===== config.mk =====
export PLATFORM = sky130hd
export DESIGN_NAME = noncomp_slice
export DESIGN_NICKNAME = d
export VERILOG_FILES = /design/src/fp_fmt_pkg.sv /design/src/nc_op_pkg.sv /design/src/noncomp_lane.sv /design/src/lane_packer.sv /design/src/noncomp_slice.sv
export SDC_FILE = /design/constraint.sdc
export NUM_CORES = 1
export LEC_CHECK = 0
export BUFFER_PORTS_ARGS = -buffer_cell sky130_fd_sc_hd__buf_2
export CAP_MARGIN = 0
export CORE_ASPECT_RATIO = 1.25
export CORE_UTILIZATION = 35
export DETAILED_ROUTE_END_ITERATION = 10
export GPL_ROUTABILITY_DRIVEN = 0
export PLACE_DENSITY_LB_ADDON = 0.15
export SLEW_MARGIN = 20
export SYNTH_ARGS = -nofsm -noshare
export SYNTH_HDL_FRONTEND = slang
export SYNTH_SLANG_ARGS = --single-unit

===== constraint.sdc =====
create_clock -name clk_i -period 5.8 [get_ports clk_i]
set_clock_uncertainty 0.05 [all_clocks]
set_input_delay 1.16 -clock clk_i [delete_from_list [all_inputs] [get_ports clk_i]]
set_output_delay 1.16 -clock clk_i [all_outputs]
set_load 0.02 [all_outputs]

===== src/fp_fmt_pkg.sv =====
// Only FP32 and FP16 are known here. FP16 values sit in the low half of a
// word, or side by side as a pair when the operation is vectorial.
package fp_fmt_pkg;

  // ----------------------------------------
  // Widths
  // ----------------------------------------
  localparam int unsigned WIDTH      = 32;  // Datapath width
  localparam int unsigned FP16_WIDTH = 16;

  localparam int unsigned FP32_MAN_BITS = 23;
  localparam int unsigned FP16_MAN_BITS = 10;

  // Format code, one bit is enough for two formats
  typedef enum logic {
    FP32 = 1'b0,
    FP16 = 1'b1
  } fp_fmt_e;

  // ----------------------------------------
  // Special values
  // ----------------------------------------
  // Magnitude of infinity, sign bit dropped. Anything above it is a NaN
  localparam logic [WIDTH-2:0]      INF32_MAG = 31'h7f80_0000;
  localparam logic [FP16_WIDTH-2:0] INF16_MAG = 15'h7c00;

  // Canonical quiet NaNs
  localparam logic [WIDTH-1:0]      QNAN32 = 32'h7fc0_0000;
  localparam logic [FP16_WIDTH-1:0] QNAN16 = 16'h7e00;

  // ----------------------------------------
  // Operand word
  // ----------------------------------------
  // One 32-bit word read either as a single FP32 value or as two FP16
  // values. Lane 1 owns the upper half
  typedef union packed {
    logic [WIDTH-1:0]           single;
    logic [1:0][FP16_WIDTH-1:0] pair;
  } fp_word_u;

endpackage


===== src/nc_op_pkg.sv =====
// Non-computational operations only. Of the status flags, these operations
// can raise nothing but NV.
package nc_op_pkg;

  // Operation codes
  typedef enum logic [2:0] {
    SGNJ  = 3'd0,  // Sign of b
    SGNJN = 3'd1,  // Inverted sign of b
    SGNJX = 3'd2,  // Sign of a XOR sign of b
    MIN   = 3'd3,
    MAX   = 3'd4
  } nc_op_e;

  // ----------------------------------------
  // Status flags
  // ----------------------------------------
  // Layout from the top bit down: NV DZ OF UF NX
  localparam int unsigned STATUS_BITS = 5;

  // Invalid operation
  localparam int unsigned NV_BIT = 4;

endpackage


===== src/noncomp_lane.sv =====
// One SIMD lane with a single register stage. Without EnableFp32 the lane
// only handles FP16 in the low 16 bits and ignores the upper operand bits.
`timescale 1ns/1ps

module noncomp_lane #(
  parameter bit EnableFp32 = 1'b1
) (
  input  logic                                clk_i,
  input  logic                                reset_i,
  input  logic                                valid_i,
  input  nc_op_pkg::nc_op_e                   op_i,
  input  fp_fmt_pkg::fp_fmt_e                 fmt_i,
  input  logic                                vector_i,
  input  logic [fp_fmt_pkg::WIDTH-1:0]        operand_a_i,
  input  logic [fp_fmt_pkg::WIDTH-1:0]        operand_b_i,
  output logic                                valid_o,
  output logic [fp_fmt_pkg::WIDTH-1:0]        result_o,
  output logic [nc_op_pkg::STATUS_BITS-1:0]   status_o,
  output fp_fmt_pkg::fp_fmt_e                 fmt_o,
  output logic                                vector_o
);

  import fp_fmt_pkg::*;
  import nc_op_pkg::*;

  logic                   is_fp16;
  logic                   sign_a, sign_b, sign_new;
  logic [WIDTH-2:0]       mag_a, mag_b;
  logic [WIDTH-2:0]       inf_mag;
  logic                   quiet_a, quiet_b;
  logic                   nan_a, nan_b;
  logic                   snan_a, snan_b;
  logic                   a_lt_b, pick_a;
  logic [WIDTH-1:0]       selected;
  logic [WIDTH-1:0]       result_d, result_q;
  logic [STATUS_BITS-1:0] status_d, status_q;
  logic                   valid_q;
  fp_fmt_e                fmt_q;
  logic                   vector_q;

  // Lane 1 is built without FP32, so the FP32 paths fold away there
  assign is_fp16 = !EnableFp32 || (fmt_i == FP16);

  // ----------------------------------------
  // Operand classification
  // ----------------------------------------
  always_comb begin
    if (is_fp16) begin
      sign_a  = operand_a_i[FP16_WIDTH-1];
      sign_b  = operand_b_i[FP16_WIDTH-1];
      mag_a   = (WIDTH-1)'(operand_a_i[FP16_WIDTH-2:0]);
      mag_b   = (WIDTH-1)'(operand_b_i[FP16_WIDTH-2:0]);
      inf_mag = (WIDTH-1)'(INF16_MAG);
      quiet_a = operand_a_i[FP16_MAN_BITS-1];
      quiet_b = operand_b_i[FP16_MAN_BITS-1];
    end else begin
      sign_a  = operand_a_i[WIDTH-1];
      sign_b  = operand_b_i[WIDTH-1];
      mag_a   = operand_a_i[WIDTH-2:0];
      mag_b   = operand_b_i[WIDTH-2:0];
      inf_mag = INF32_MAG;
      quiet_a = operand_a_i[FP32_MAN_BITS-1];
      quiet_b = operand_b_i[FP32_MAN_BITS-1];
    end
  end

  assign nan_a  = mag_a > inf_mag;
  assign nan_b  = mag_b > inf_mag;
  assign snan_a = nan_a & ~quiet_a;  // MSB of mantissa clear
  assign snan_b = nan_b & ~quiet_b;

  // Total order on non-NaN values, -0 sorts below +0
  always_comb begin
    if (sign_a != sign_b) begin
      a_lt_b = sign_a;
    end else if (sign_a) begin
      a_lt_b = mag_a > mag_b;  // Both negative
    end else begin
      a_lt_b = mag_a < mag_b;
    end
  end

  // ----------------------------------------
  // Operation
  // ----------------------------------------
  always_comb begin
    result_d = '0;
    status_d = '0;
    sign_new = sign_b;
    pick_a   = 1'b0;
    selected = operand_b_i;
    case (op_i)
      SGNJ, SGNJN, SGNJX: begin
        if (op_i == SGNJN) begin
          sign_new = ~sign_b;
        end else if (op_i == SGNJX) begin
          sign_new = sign_a ^ sign_b;
        end
        if (is_fp16) begin
          result_d = WIDTH'({sign_new, mag_a[FP16_WIDTH-2:0]});
        end else begin
          result_d = {sign_new, mag_a};
        end
      end
      MIN, MAX: begin
        status_d[NV_BIT] = snan_a | snan_b;
        if (nan_a && nan_b) begin
          pick_a = 1'b0;
        end else if (nan_a || nan_b) begin
          pick_a = nan_b;  // Take the non-NaN one
        end else begin
          pick_a = (op_i == MIN) ? a_lt_b : ~a_lt_b;
        end
        selected = pick_a ? operand_a_i : operand_b_i;
        if (nan_a && nan_b) begin
          result_d = is_fp16 ? WIDTH'(QNAN16) : QNAN32;
        end else if (is_fp16) begin
          result_d = WIDTH'(selected[FP16_WIDTH-1:0]);
        end else begin
          result_d = selected;
        end
      end
      default: result_d = '0;
    endcase
  end

  // ----------------------------------------
  // Output register
  // ----------------------------------------
  always_ff @(posedge clk_i) begin
    if (reset_i) begin
      valid_q  <= 1'b0;
      status_q <= '0;
    end else begin
      valid_q <= valid_i;
      if (valid_i) begin
        status_q <= status_d;
      end
    end
  end

  // Payload and aux data only move with a strobe
  always_ff @(posedge clk_i) begin
    if (valid_i) begin
      result_q <= result_d;
      fmt_q    <= fmt_i;
      vector_q <= vector_i;
    end
  end

  assign valid_o  = valid_q;
  assign result_o = result_q;
  assign status_o = status_q;
  assign fmt_o    = fmt_q;
  assign vector_o = vector_q;

endmodule


===== src/lane_packer.sv =====
// Purely combinational. Format and vector mode must come from lane 0,
// lane 1 results are only taken for vectorial FP16 operations.
`timescale 1ns/1ps

module lane_packer (
  input  logic                                lane0_valid_i,
  input  logic                                lane1_valid_i,
  input  logic [fp_fmt_pkg::WIDTH-1:0]        lane0_result_i,
  input  logic [fp_fmt_pkg::WIDTH-1:0]        lane1_result_i,
  input  logic [nc_op_pkg::STATUS_BITS-1:0]   lane0_status_i,
  input  logic [nc_op_pkg::STATUS_BITS-1:0]   lane1_status_i,
  input  fp_fmt_pkg::fp_fmt_e                 fmt_i,
  input  logic                                vector_i,
  output logic                                valid_o,
  output logic [fp_fmt_pkg::WIDTH-1:0]        result_o,
  output logic [nc_op_pkg::STATUS_BITS-1:0]   status_o
);

  import fp_fmt_pkg::*;
  import nc_op_pkg::*;

  fp_word_u lane0_word, lane1_word;
  fp_word_u packed_word;

  assign lane0_word = lane0_result_i;
  assign lane1_word = lane1_result_i;

  // ----------------------------------------
  // Result assembly
  // ----------------------------------------
  always_comb begin
    if (fmt_i == FP32) begin
      packed_word.single = lane0_word.single;
    end else begin
      packed_word.pair[0] = lane0_word.pair[0];
      // Upper half is lane 1 for vectors, NaN box otherwise
      if (vector_i) begin
        packed_word.pair[1] = lane1_word.pair[0];
      end else begin
        packed_word.pair[1] = '1;
      end
    end
  end

  assign result_o = packed_word.single;

  // Idle lanes keep stale flags in their registers, so mask by valid
  assign status_o = ({STATUS_BITS{lane0_valid_i}} & lane0_status_i)
                  | ({STATUS_BITS{lane1_valid_i}} & lane1_status_i);

  assign valid_o = lane0_valid_i;  // Lane 0 runs for every operation

endmodule


===== src/noncomp_slice.sv =====
// Two-lane sign-injection and min/max unit with a fixed latency of one cycle.
// Every in_valid_i strobe is accepted, there is no back-pressure.
`timescale 1ns/1ps

module noncomp_slice #(
  parameter bit EnableVectors = 1'b1
) (
  input  logic                                clk_i,
  input  logic                                reset_i,
  input  logic                                in_valid_i,
  input  nc_op_pkg::nc_op_e                   op_i,
  input  fp_fmt_pkg::fp_fmt_e                 fmt_i,
  input  logic                                vectorial_op_i,
  input  logic [fp_fmt_pkg::WIDTH-1:0]        operand_a_i,
  input  logic [fp_fmt_pkg::WIDTH-1:0]        operand_b_i,
  output logic                                out_valid_o,
  output logic [fp_fmt_pkg::WIDTH-1:0]        result_o,
  output logic [nc_op_pkg::STATUS_BITS-1:0]   status_o
);

  import fp_fmt_pkg::*;
  import nc_op_pkg::*;

  logic                   vector_mode;
  logic                   lane1_valid_in;
  fp_word_u               opa_word, opb_word;
  logic [WIDTH-1:0]       lane1_opa, lane1_opb;

  logic                   lane0_valid, lane1_valid;
  logic [WIDTH-1:0]       lane0_result, lane1_result;
  logic [STATUS_BITS-1:0] lane0_status, lane1_status;
  fp_fmt_e                res_fmt;
  logic                   res_vector;

  // ----------------------------------------
  // Input side
  // ----------------------------------------
  assign vector_mode    = EnableVectors && (fmt_i == FP16) && vectorial_op_i;
  assign lane1_valid_in = in_valid_i & vector_mode;  // Upper lane only for vectors

  assign opa_word  = operand_a_i;
  assign opb_word  = operand_b_i;
  assign lane1_opa = {{FP16_WIDTH{1'b0}}, opa_word.pair[1]};
  assign lane1_opb = {{FP16_WIDTH{1'b0}}, opb_word.pair[1]};

  // ----------------------------------------
  // Lanes
  // ----------------------------------------
  noncomp_lane #(
    .EnableFp32 ( 1'b1 )
  ) i_lane0 (
    .clk_i       ( clk_i           ),
    .reset_i     ( reset_i         ),
    .valid_i     ( in_valid_i      ),
    .op_i        ( op_i            ),
    .fmt_i       ( fmt_i           ),
    .vector_i    ( vector_mode     ),
    .operand_a_i ( opa_word.single ),
    .operand_b_i ( opb_word.single ),
    .valid_o     ( lane0_valid     ),
    .result_o    ( lane0_result    ),
    .status_o    ( lane0_status    ),
    .fmt_o       ( res_fmt         ),  // Aux data rides with lane 0
    .vector_o    ( res_vector      )
  );

  noncomp_lane #(
    .EnableFp32 ( 1'b0 )
  ) i_lane1 (
    .clk_i       ( clk_i          ),
    .reset_i     ( reset_i        ),
    .valid_i     ( lane1_valid_in ),
    .op_i        ( op_i           ),
    .fmt_i       ( fmt_i          ),
    .vector_i    ( vector_mode    ),
    .operand_a_i ( lane1_opa      ),
    .operand_b_i ( lane1_opb      ),
    .valid_o     ( lane1_valid    ),
    .result_o    ( lane1_result   ),
    .status_o    ( lane1_status   ),
    .fmt_o       (                ),
    .vector_o    (                )
  );

  // Output side
  lane_packer i_packer (
    .lane0_valid_i  ( lane0_valid  ),
    .lane1_valid_i  ( lane1_valid  ),
    .lane0_result_i ( lane0_result ),
    .lane1_result_i ( lane1_result ),
    .lane0_status_i ( lane0_status ),
    .lane1_status_i ( lane1_status ),
    .fmt_i          ( res_fmt      ),
    .vector_i       ( res_vector   ),
    .valid_o        ( out_valid_o  ),
    .result_o       ( result_o     ),
    .status_o       ( status_o     )
  );

endmodule


==> flow_summary_export.csv, run 1 <==
group,metric,value,unit
status,outcome,"completed",
power_and_ir_drop,vdd_drop_max,0.1325,mV
cells_and_area,fin_util,0.4074,
synthesis,synth_flop_cell,"edfxtp_1",
timing,slew_violations,0,
synthesis,synth_cell_type_count,70,
worst_hold_path,min_path_cells,2,
timing,setup_tns,0,ns
placement,port-buffer-count,105,
global_route,grtUsageTotal,0.2302,
synthesis,async_flop_share,0,
setup_path,worst_ep_arrival_time,4.82,ns
synthesis,netlist_instances,586,
floorplanning,dieArea,15260,um2
drt,drtAntennaViolNets,0,
timing,timing.fmax,207.5,MHz
worst_hold_path,whs_endpoint,"i_lane1.status_o[4]$_SDFFE_PP0P_",
cells_and_area,diodes,0,
setup_path,worst_path_max_delay_cell,"a311oi_4",
clock_network,tritoncts,"done",
clock_network,clock_latency,0.30,ns
setup_path,crit_path_max_incr_delay,0.60,ns
worst_hold_path,hp-class,"register to register",
global_route,grt_start_max_net_pins,39,
setup_path,worst-r2r-cell-count,2,
floorplanning,core,14410,um2
floorplanning,die_w,110.7,um
placement,place_inst,832,
synthesis,yosys-top-cells-area,"edfxtp_1, ha_1, nand2_1, a21oi_1, inv_1",
clock_network,cts_sinks,54,
floorplanning,fp.dieH,137.9,um
synthesis,synth_top_area_cell,"edfxtp_1",
global_route,antenna_found_initial,0,
drt,drt-met1-wl,7.239,mm
global_route,grt_pass1_wl,27.19,mm
global_route,gr-total-overflow,0,
synthesis,synth_area,5170,um2
setup_path,r2r_start,"i_lane0.status_o[4]$_SDFFE_PP0P_",
synthesis,ys_seq_area_frac,0.3059,
setup_path,r2r_end,"i_lane0.status_o[4]$_SDFFE_PP0P_",
clock_network,hold_buffers,0,
timing,hold_violations,0,
floorplanning,ioPinCount,110,
clock_network,cts_htree_levels,2,
placement,dp_hpwl,13.75,mm
clock_network,clk_pin_slew,0.08,ns
drt,wl,17.57,mm
drt,drt-pass1-iter-count,5,
drt,dr_wl_met2,8.791,mm
clock_network,cts_buffers,5,
synthesis,syn_area_per_cell,8.822,um2
setup_path,cp_common_cell,"nand2_1",
synthesis,ys_ff_latch,54,
drt,drt_iter0_markers,383,
drt,vias,5064,
drt,drc,0,
synthesis,synth_edf_count,50,
drt,viasPerCell,6.029,
synthesis,yosys.area.top_type_share,0.2904,
timing,rsz0062_at_grt,"no",
synthesis,yosys-top-cells-count,"nand2_1, ha_1, inv_1",
timing,hold_ws,0.4275,ns
power_and_ir_drop,power_density,209.0,nW/um2
timing,worstMarginPinSlew,0.8909,ns
clock_network,cts_resized,0,
run,max_cap_viol_count,0,
clock_network,cts_setup_buffers,0,
setup_path,worst-path-buf-inv,2,
synthesis,synth_warnings,0,
setup_path,r2r_slack,5.15,ns
drt,top_layer,"met4",
floorplanning,start_util,0.3588,
setup_path,path_max_fanout,25,
global_route,grt_pass1_vias,4946,
cells_and_area,layout.nets,787,
timing,period_needed,4.820,ns
synthesis,synth.most_common_cell,"nand2_1",
power_and_ir_drop,leakagePower,2.426,nW
timing,relSlewSlack,0.4039,
setup_path,path_class,"input pin to register",
timing,final_min_period_over_clock_period,0.8311,
cells_and_area,fill_cells,1420,
drt,route.met3.wl,994,um
setup_path,path_delay_family,"compound AO/OA/AOI/OAI gates",
setup_path,cp_data_required_time,5.80,ns
drt,wl_per_cell,20.92,um
clock_network,clockRootBuffer,"clkbuf_16",
cells_and_area,drive_gt1_frac,0.2205,
setup_path,worstSetupEndpointType,"register",
setup_path,cp_cell_sequence,"buf_2 > inv_2 > nand2_1 > ha_1 > and4_1 > nand2_1 > or4_1 > o32a_1 > o21a_2 > a311oi_4 > nor4_1 > a311o_1",
timing,setup_viol,0,
setup_path,setup.worst_path.start_class,"input pin",
cells_and_area,syn_to_final_growth,13.53,%
worst_hold_path,worstHoldStart,"i_lane1.status_o[4]$_SDFFE_PP0P_",
floorplanning,std_cell_rows,49,
cells_and_area,fin_cells,840,
clock_network,clock_path_buffers,2,
## area by class of cell
class                           instances  area, um2  area share
Tap cell                              178      222.7     0.03795
Clock buffer                            5      125.1     0.02132
Multi-Input combinational cell        434       3139      0.5349
Sequential cell                        54       1582      0.2695
Clock inverter                          3      23.77    0.004050
Timing Repair Buffer                  111      570.5     0.09721
Inverter                               55      206.4     0.03517
## worst min-delay path, cell delays in order (launching register included)
cell and delay, ns:
dfxtp_1 0.32, nand2b_1 0.07, a21oi_1 0.05
## report_power, final
part	internal [mW]	leakage (nW)	switching (mW)
logic	0.148	1.86	0.273
registers	0.470	0.499	0.0138
clock network	0.162	0.0664	0.160
## cell usage in the layout, fill, tap and decap left out, drive strengths merged, types with 6 or more instances in the layout
cell type and n:
a211oi 14, a21oi 43, and4 6, buf 111, edfxtp 50, ha 54, inv 56, nand2 61
nand3 19, nand4 25, nor2 25, nor2b 9, nor3 11, nor4 15, o211ai 7, o21ai 21
o221ai 11, o22a 16, o22ai 6, o2bb2ai 7, o311ai 9, o32ai 9
## registers in the layout, indices dropped and copies added, names as in the netlist
| register | flops |
|---|---|
| i_lane0.fmt_o | 1 |
| i_lane1.result_o | 16 |
| i_lane0.vector_o | 1 |
| i_lane1.valid_o | 1 |
| i_lane0.status_o | 1 |
| i_lane0.valid_o | 1 |
| i_lane0.result_o | 32 |
| i_lane1.status_o | 1 |
## cells by family after synthesis
kind of cell | Yosys count | share of synthesized area
and+or+nand+nor | 188 | 0.1864
AOI/OAI and AO/OA | 181 | 0.2718
buffers and inverters | 101 | 0.09148
adders and majority gates | 54 | 0.1307
DFF | 54 | 0.3059
xor gates and xnor gates | 4 | 0.006776
muxes | 3 | 0.006292
other | 1 | 0.0007253
## per-stage QoR
step / instance area [um2] / total power, mW / setup slack [ns]
3_3_place_gp: 5708 / 0.8999 / 0.8934
2_1_floorplan: 5181 / 0.7775 / 0.7606
5_1_grt: 5869 / 1.287 / 0.8334
4_1_cts: 5857 / 1.230 / 1.013
3_5_place_dp: 5708 / 0.9085 / 0.7539
6_report: 5869 / 1.227 / 0.9796
## layer usage
| layer | up-vias | global-route usage |
|---|---|---|
| met2 | 205 | 0.4151 |
| li1 | 2394 | - |
| met1 | 2426 | 0.2746 |
| met5 | - | 0 |
| met4 | 0 | 0.09333 |
| met3 | 39 | 0.03540 |
## how the worst max path moves through the flow
| stage | cells after the start | to | startpoint | slack (ns) |
|---|---|---|---|---|
| after floorplan | 15 | i_lane0.result_o[15]$_DFFE_PP_ | fmt_i | 0.76 |
| after global placement | 12 | i_lane0.result_o[17]$_DFFE_PP_ | fmt_i | 0.89 |
| after detailed placement | 12 | i_lane0.result_o[31]$_DFFE_PP_ | fmt_i | 0.75 |
| after CTS | 12 | i_lane0.result_o[31]$_DFFE_PP_ | fmt_i | 1.01 |
| after global routing | 12 | i_lane0.result_o[18]$_DFFE_PP_ | fmt_i | 0.83 |
| final | 12 | i_lane0.result_o[31]$_DFFE_PP_ | fmt_i | 0.98 |
Power figures use the tool's default switching activity.
==> run 2, diff against run 1 <==
- clock period: 5.8 -> 4.1 ns (I/O delays scaled with it)
==> flow_summary_export.csv, run 2 (synthesized netlist as in run 1, its figures left out) <==
group,metric,value,unit
setup_path,crit_path_max_incr_delay,0.55,ns
cells_and_area,layout.nets,814,
clock_network,cts_resized,0,
status,outcome,"completed",
clock_network,hold_buffers,0,
timing,rsz0062_at_grt,"no",
clock_network,clockRootBuffer,"clkbuf_16",
global_route,grt_pass1_vias,5088,
placement,port-buffer-count,105,
clock_network,cts_sinks,54,
global_route,grt_start_max_net_pins,38,
timing,hold_violations,0,
setup_path,worstSetupEndpointType,"register",
setup_path,cp_cell_sequence,"buf_2 > inv_2 > nand2_1 > ha_1 > and4_1 > nand2_1 > or4_1 > o32a_1 > o21a_2 > a31o_1 > a31o_2 > o311ai_1",
drt,drt-pass1-iter-count,5,
drt,wl_per_cell,20.00,um
cells_and_area,design_area,6108,um2
drt,drt_iter0_markers,296,
setup_path,worst_ep_arrival_time,3.97,ns
timing,slew_violations,0,
timing,worst_slack,0.1887,ns
clock_network,clk_pin_slew,0.07,ns
clock_network,cts_htree_levels,2,
power_and_ir_drop,power_density,296.6,nW/um2
drt,drc,0,
setup_path,path_class,"input pin to register",
cells_and_area,final_cell_mix,"buf_2, nand2_1, ha_1",
cells_and_area,diodes,0,
timing,setup_tns,0,ns
setup_path,worst_path_max_delay_cell,"or4_1",
setup_path,cp_data_required_time,4.16,ns
clock_network,tritoncts,"done",
power_and_ir_drop,vdd_drop_max,0.1801,mV
run,max_cap_viol_count,0,
power_and_ir_drop,leakagePower,2.575,nW
floorplanning,dieArea,15260,um2
timing,setup_viol,0,
worst_hold_path,hp-class,"register to register",
global_route,grtUsageTotal,0.2235,
timing,relSlewSlack,0.3721,
global_route,grt_pass1_wl,26.65,mm
cells_and_area,largest_reg_flops,32,
power_and_ir_drop,power.total,1.812,mW
clock_network,clock_latency,0.29,ns
clock_network,cts_buffers,5,
clock_network,clock_path_buffers,2,
floorplanning,std_cell_rows,49,
floorplanning,start_util,0.3588,
drt,viasPerCell,5.863,
timing,period_needed,3.911,ns
drt,vias,5083,
global_route,antenna_found_initial,1,
drt,wl,17.34,mm
cells_and_area,syn_to_final_growth,18.15,%
floorplanning,fp.dieH,137.9,um
setup_path,cp_common_cell,"nand2_1",
drt,drtAntennaViolNets,0,
placement,dpl_worst_slack,-0.09721,ns
cells_and_area,final_common_cell,"buf_2",
placement,dp_hpwl,13.76,mm
placement,dpl_cell_area,5942,um2
cells_and_area,fin_util,0.4240,
timing,timing.fmax,255.7,MHz
global_route,gr-total-overflow,0,
setup_path,path_max_fanout,16,
timing,worstMarginPinSlew,0.9384,ns
setup_path,setup.worst_path.start_class,"input pin",
clock_network,cts_setup_buffers,0,
floorplanning,ioPinCount,110,
floorplanning,core,14410,um2
timing,final_min_period_over_clock_period,0.9540,
cells_and_area,drive_gt1_frac,0.2482,
floorplanning,die_w,110.7,um
-- run 2: power breakdown --
part	internal [mW]	switching, mW
combinational	0.241	0.389
sequential	0.664	0.0206
clock	0.289	0.208
total	1.19	0.618
-- run 2: per-stage QoR --
stage | hold WS, ns | cells
3_5_place_dp | 0.4118 | 859
2_1_floorplan | 0.3897 | 589
3_3_place_gp | 0.4149 | 859
4_1_cts | 0.4243 | 867
5_1_grt | 0.4560 | 867
6_report | 0.4233 | 867
-- run 2: routing by layer --
layer | wire, um | up-vias | global-route usage
met5 | 10 | - | 0
met4 | 467 | 2 | 0.08519
met3 | 862 | 38 | 0.03409
met2 | 8934 | 184 | 0.4217
met1 | 7070 | 2407 | 0.2542
li1 | - | 2452 | -
-- run 2: final cells by class --
type	count	area, um2
repair buffers	138	798.3
well taps	178	222.7
multi-input cells	434	3133
flip-flops and latches	54	1582
fillers	1463	8299
inverters	55	206.4
clock inverters	2	37.54
clock buffers	6	128.9
-- run 2: final timing paths --
| path | from | to | slack (ns) | cells past startpoint |
|---|---|---|---|---|
| worst max register to register | i_lane1.status_o[4]$_SDFFE_PP0P_ | i_lane1.status_o[4]$_SDFFE_PP0P_ | 3.47 | 2 |
| worst min register to register | i_lane0.status_o[4]$_SDFFE_PP0P_ | i_lane0.status_o[4]$_SDFFE_PP0P_ | 0.42 | 2 |
| worst max-delay path | fmt_i | i_lane0.result_o[11]$_DFFE_PP_ | 0.19 | 12 |
| worst min-delay path | i_lane0.status_o[4]$_SDFFE_PP0P_ | i_lane0.status_o[4]$_SDFFE_PP0P_ | 0.42 | 2 |
-- run 2: critical path: cells and delay by family --
| kind | cells | cell delay, ns |
|---|---|---|
| AO/OA/AOI/OAI | 5 | 1.48 |
| AND/OR/NAND/NOR | 4 | 0.97 |
| buffers and inverters | 2 | 0.35 |
| adder cells (fa/ha/maj) | 1 | 0.33 |
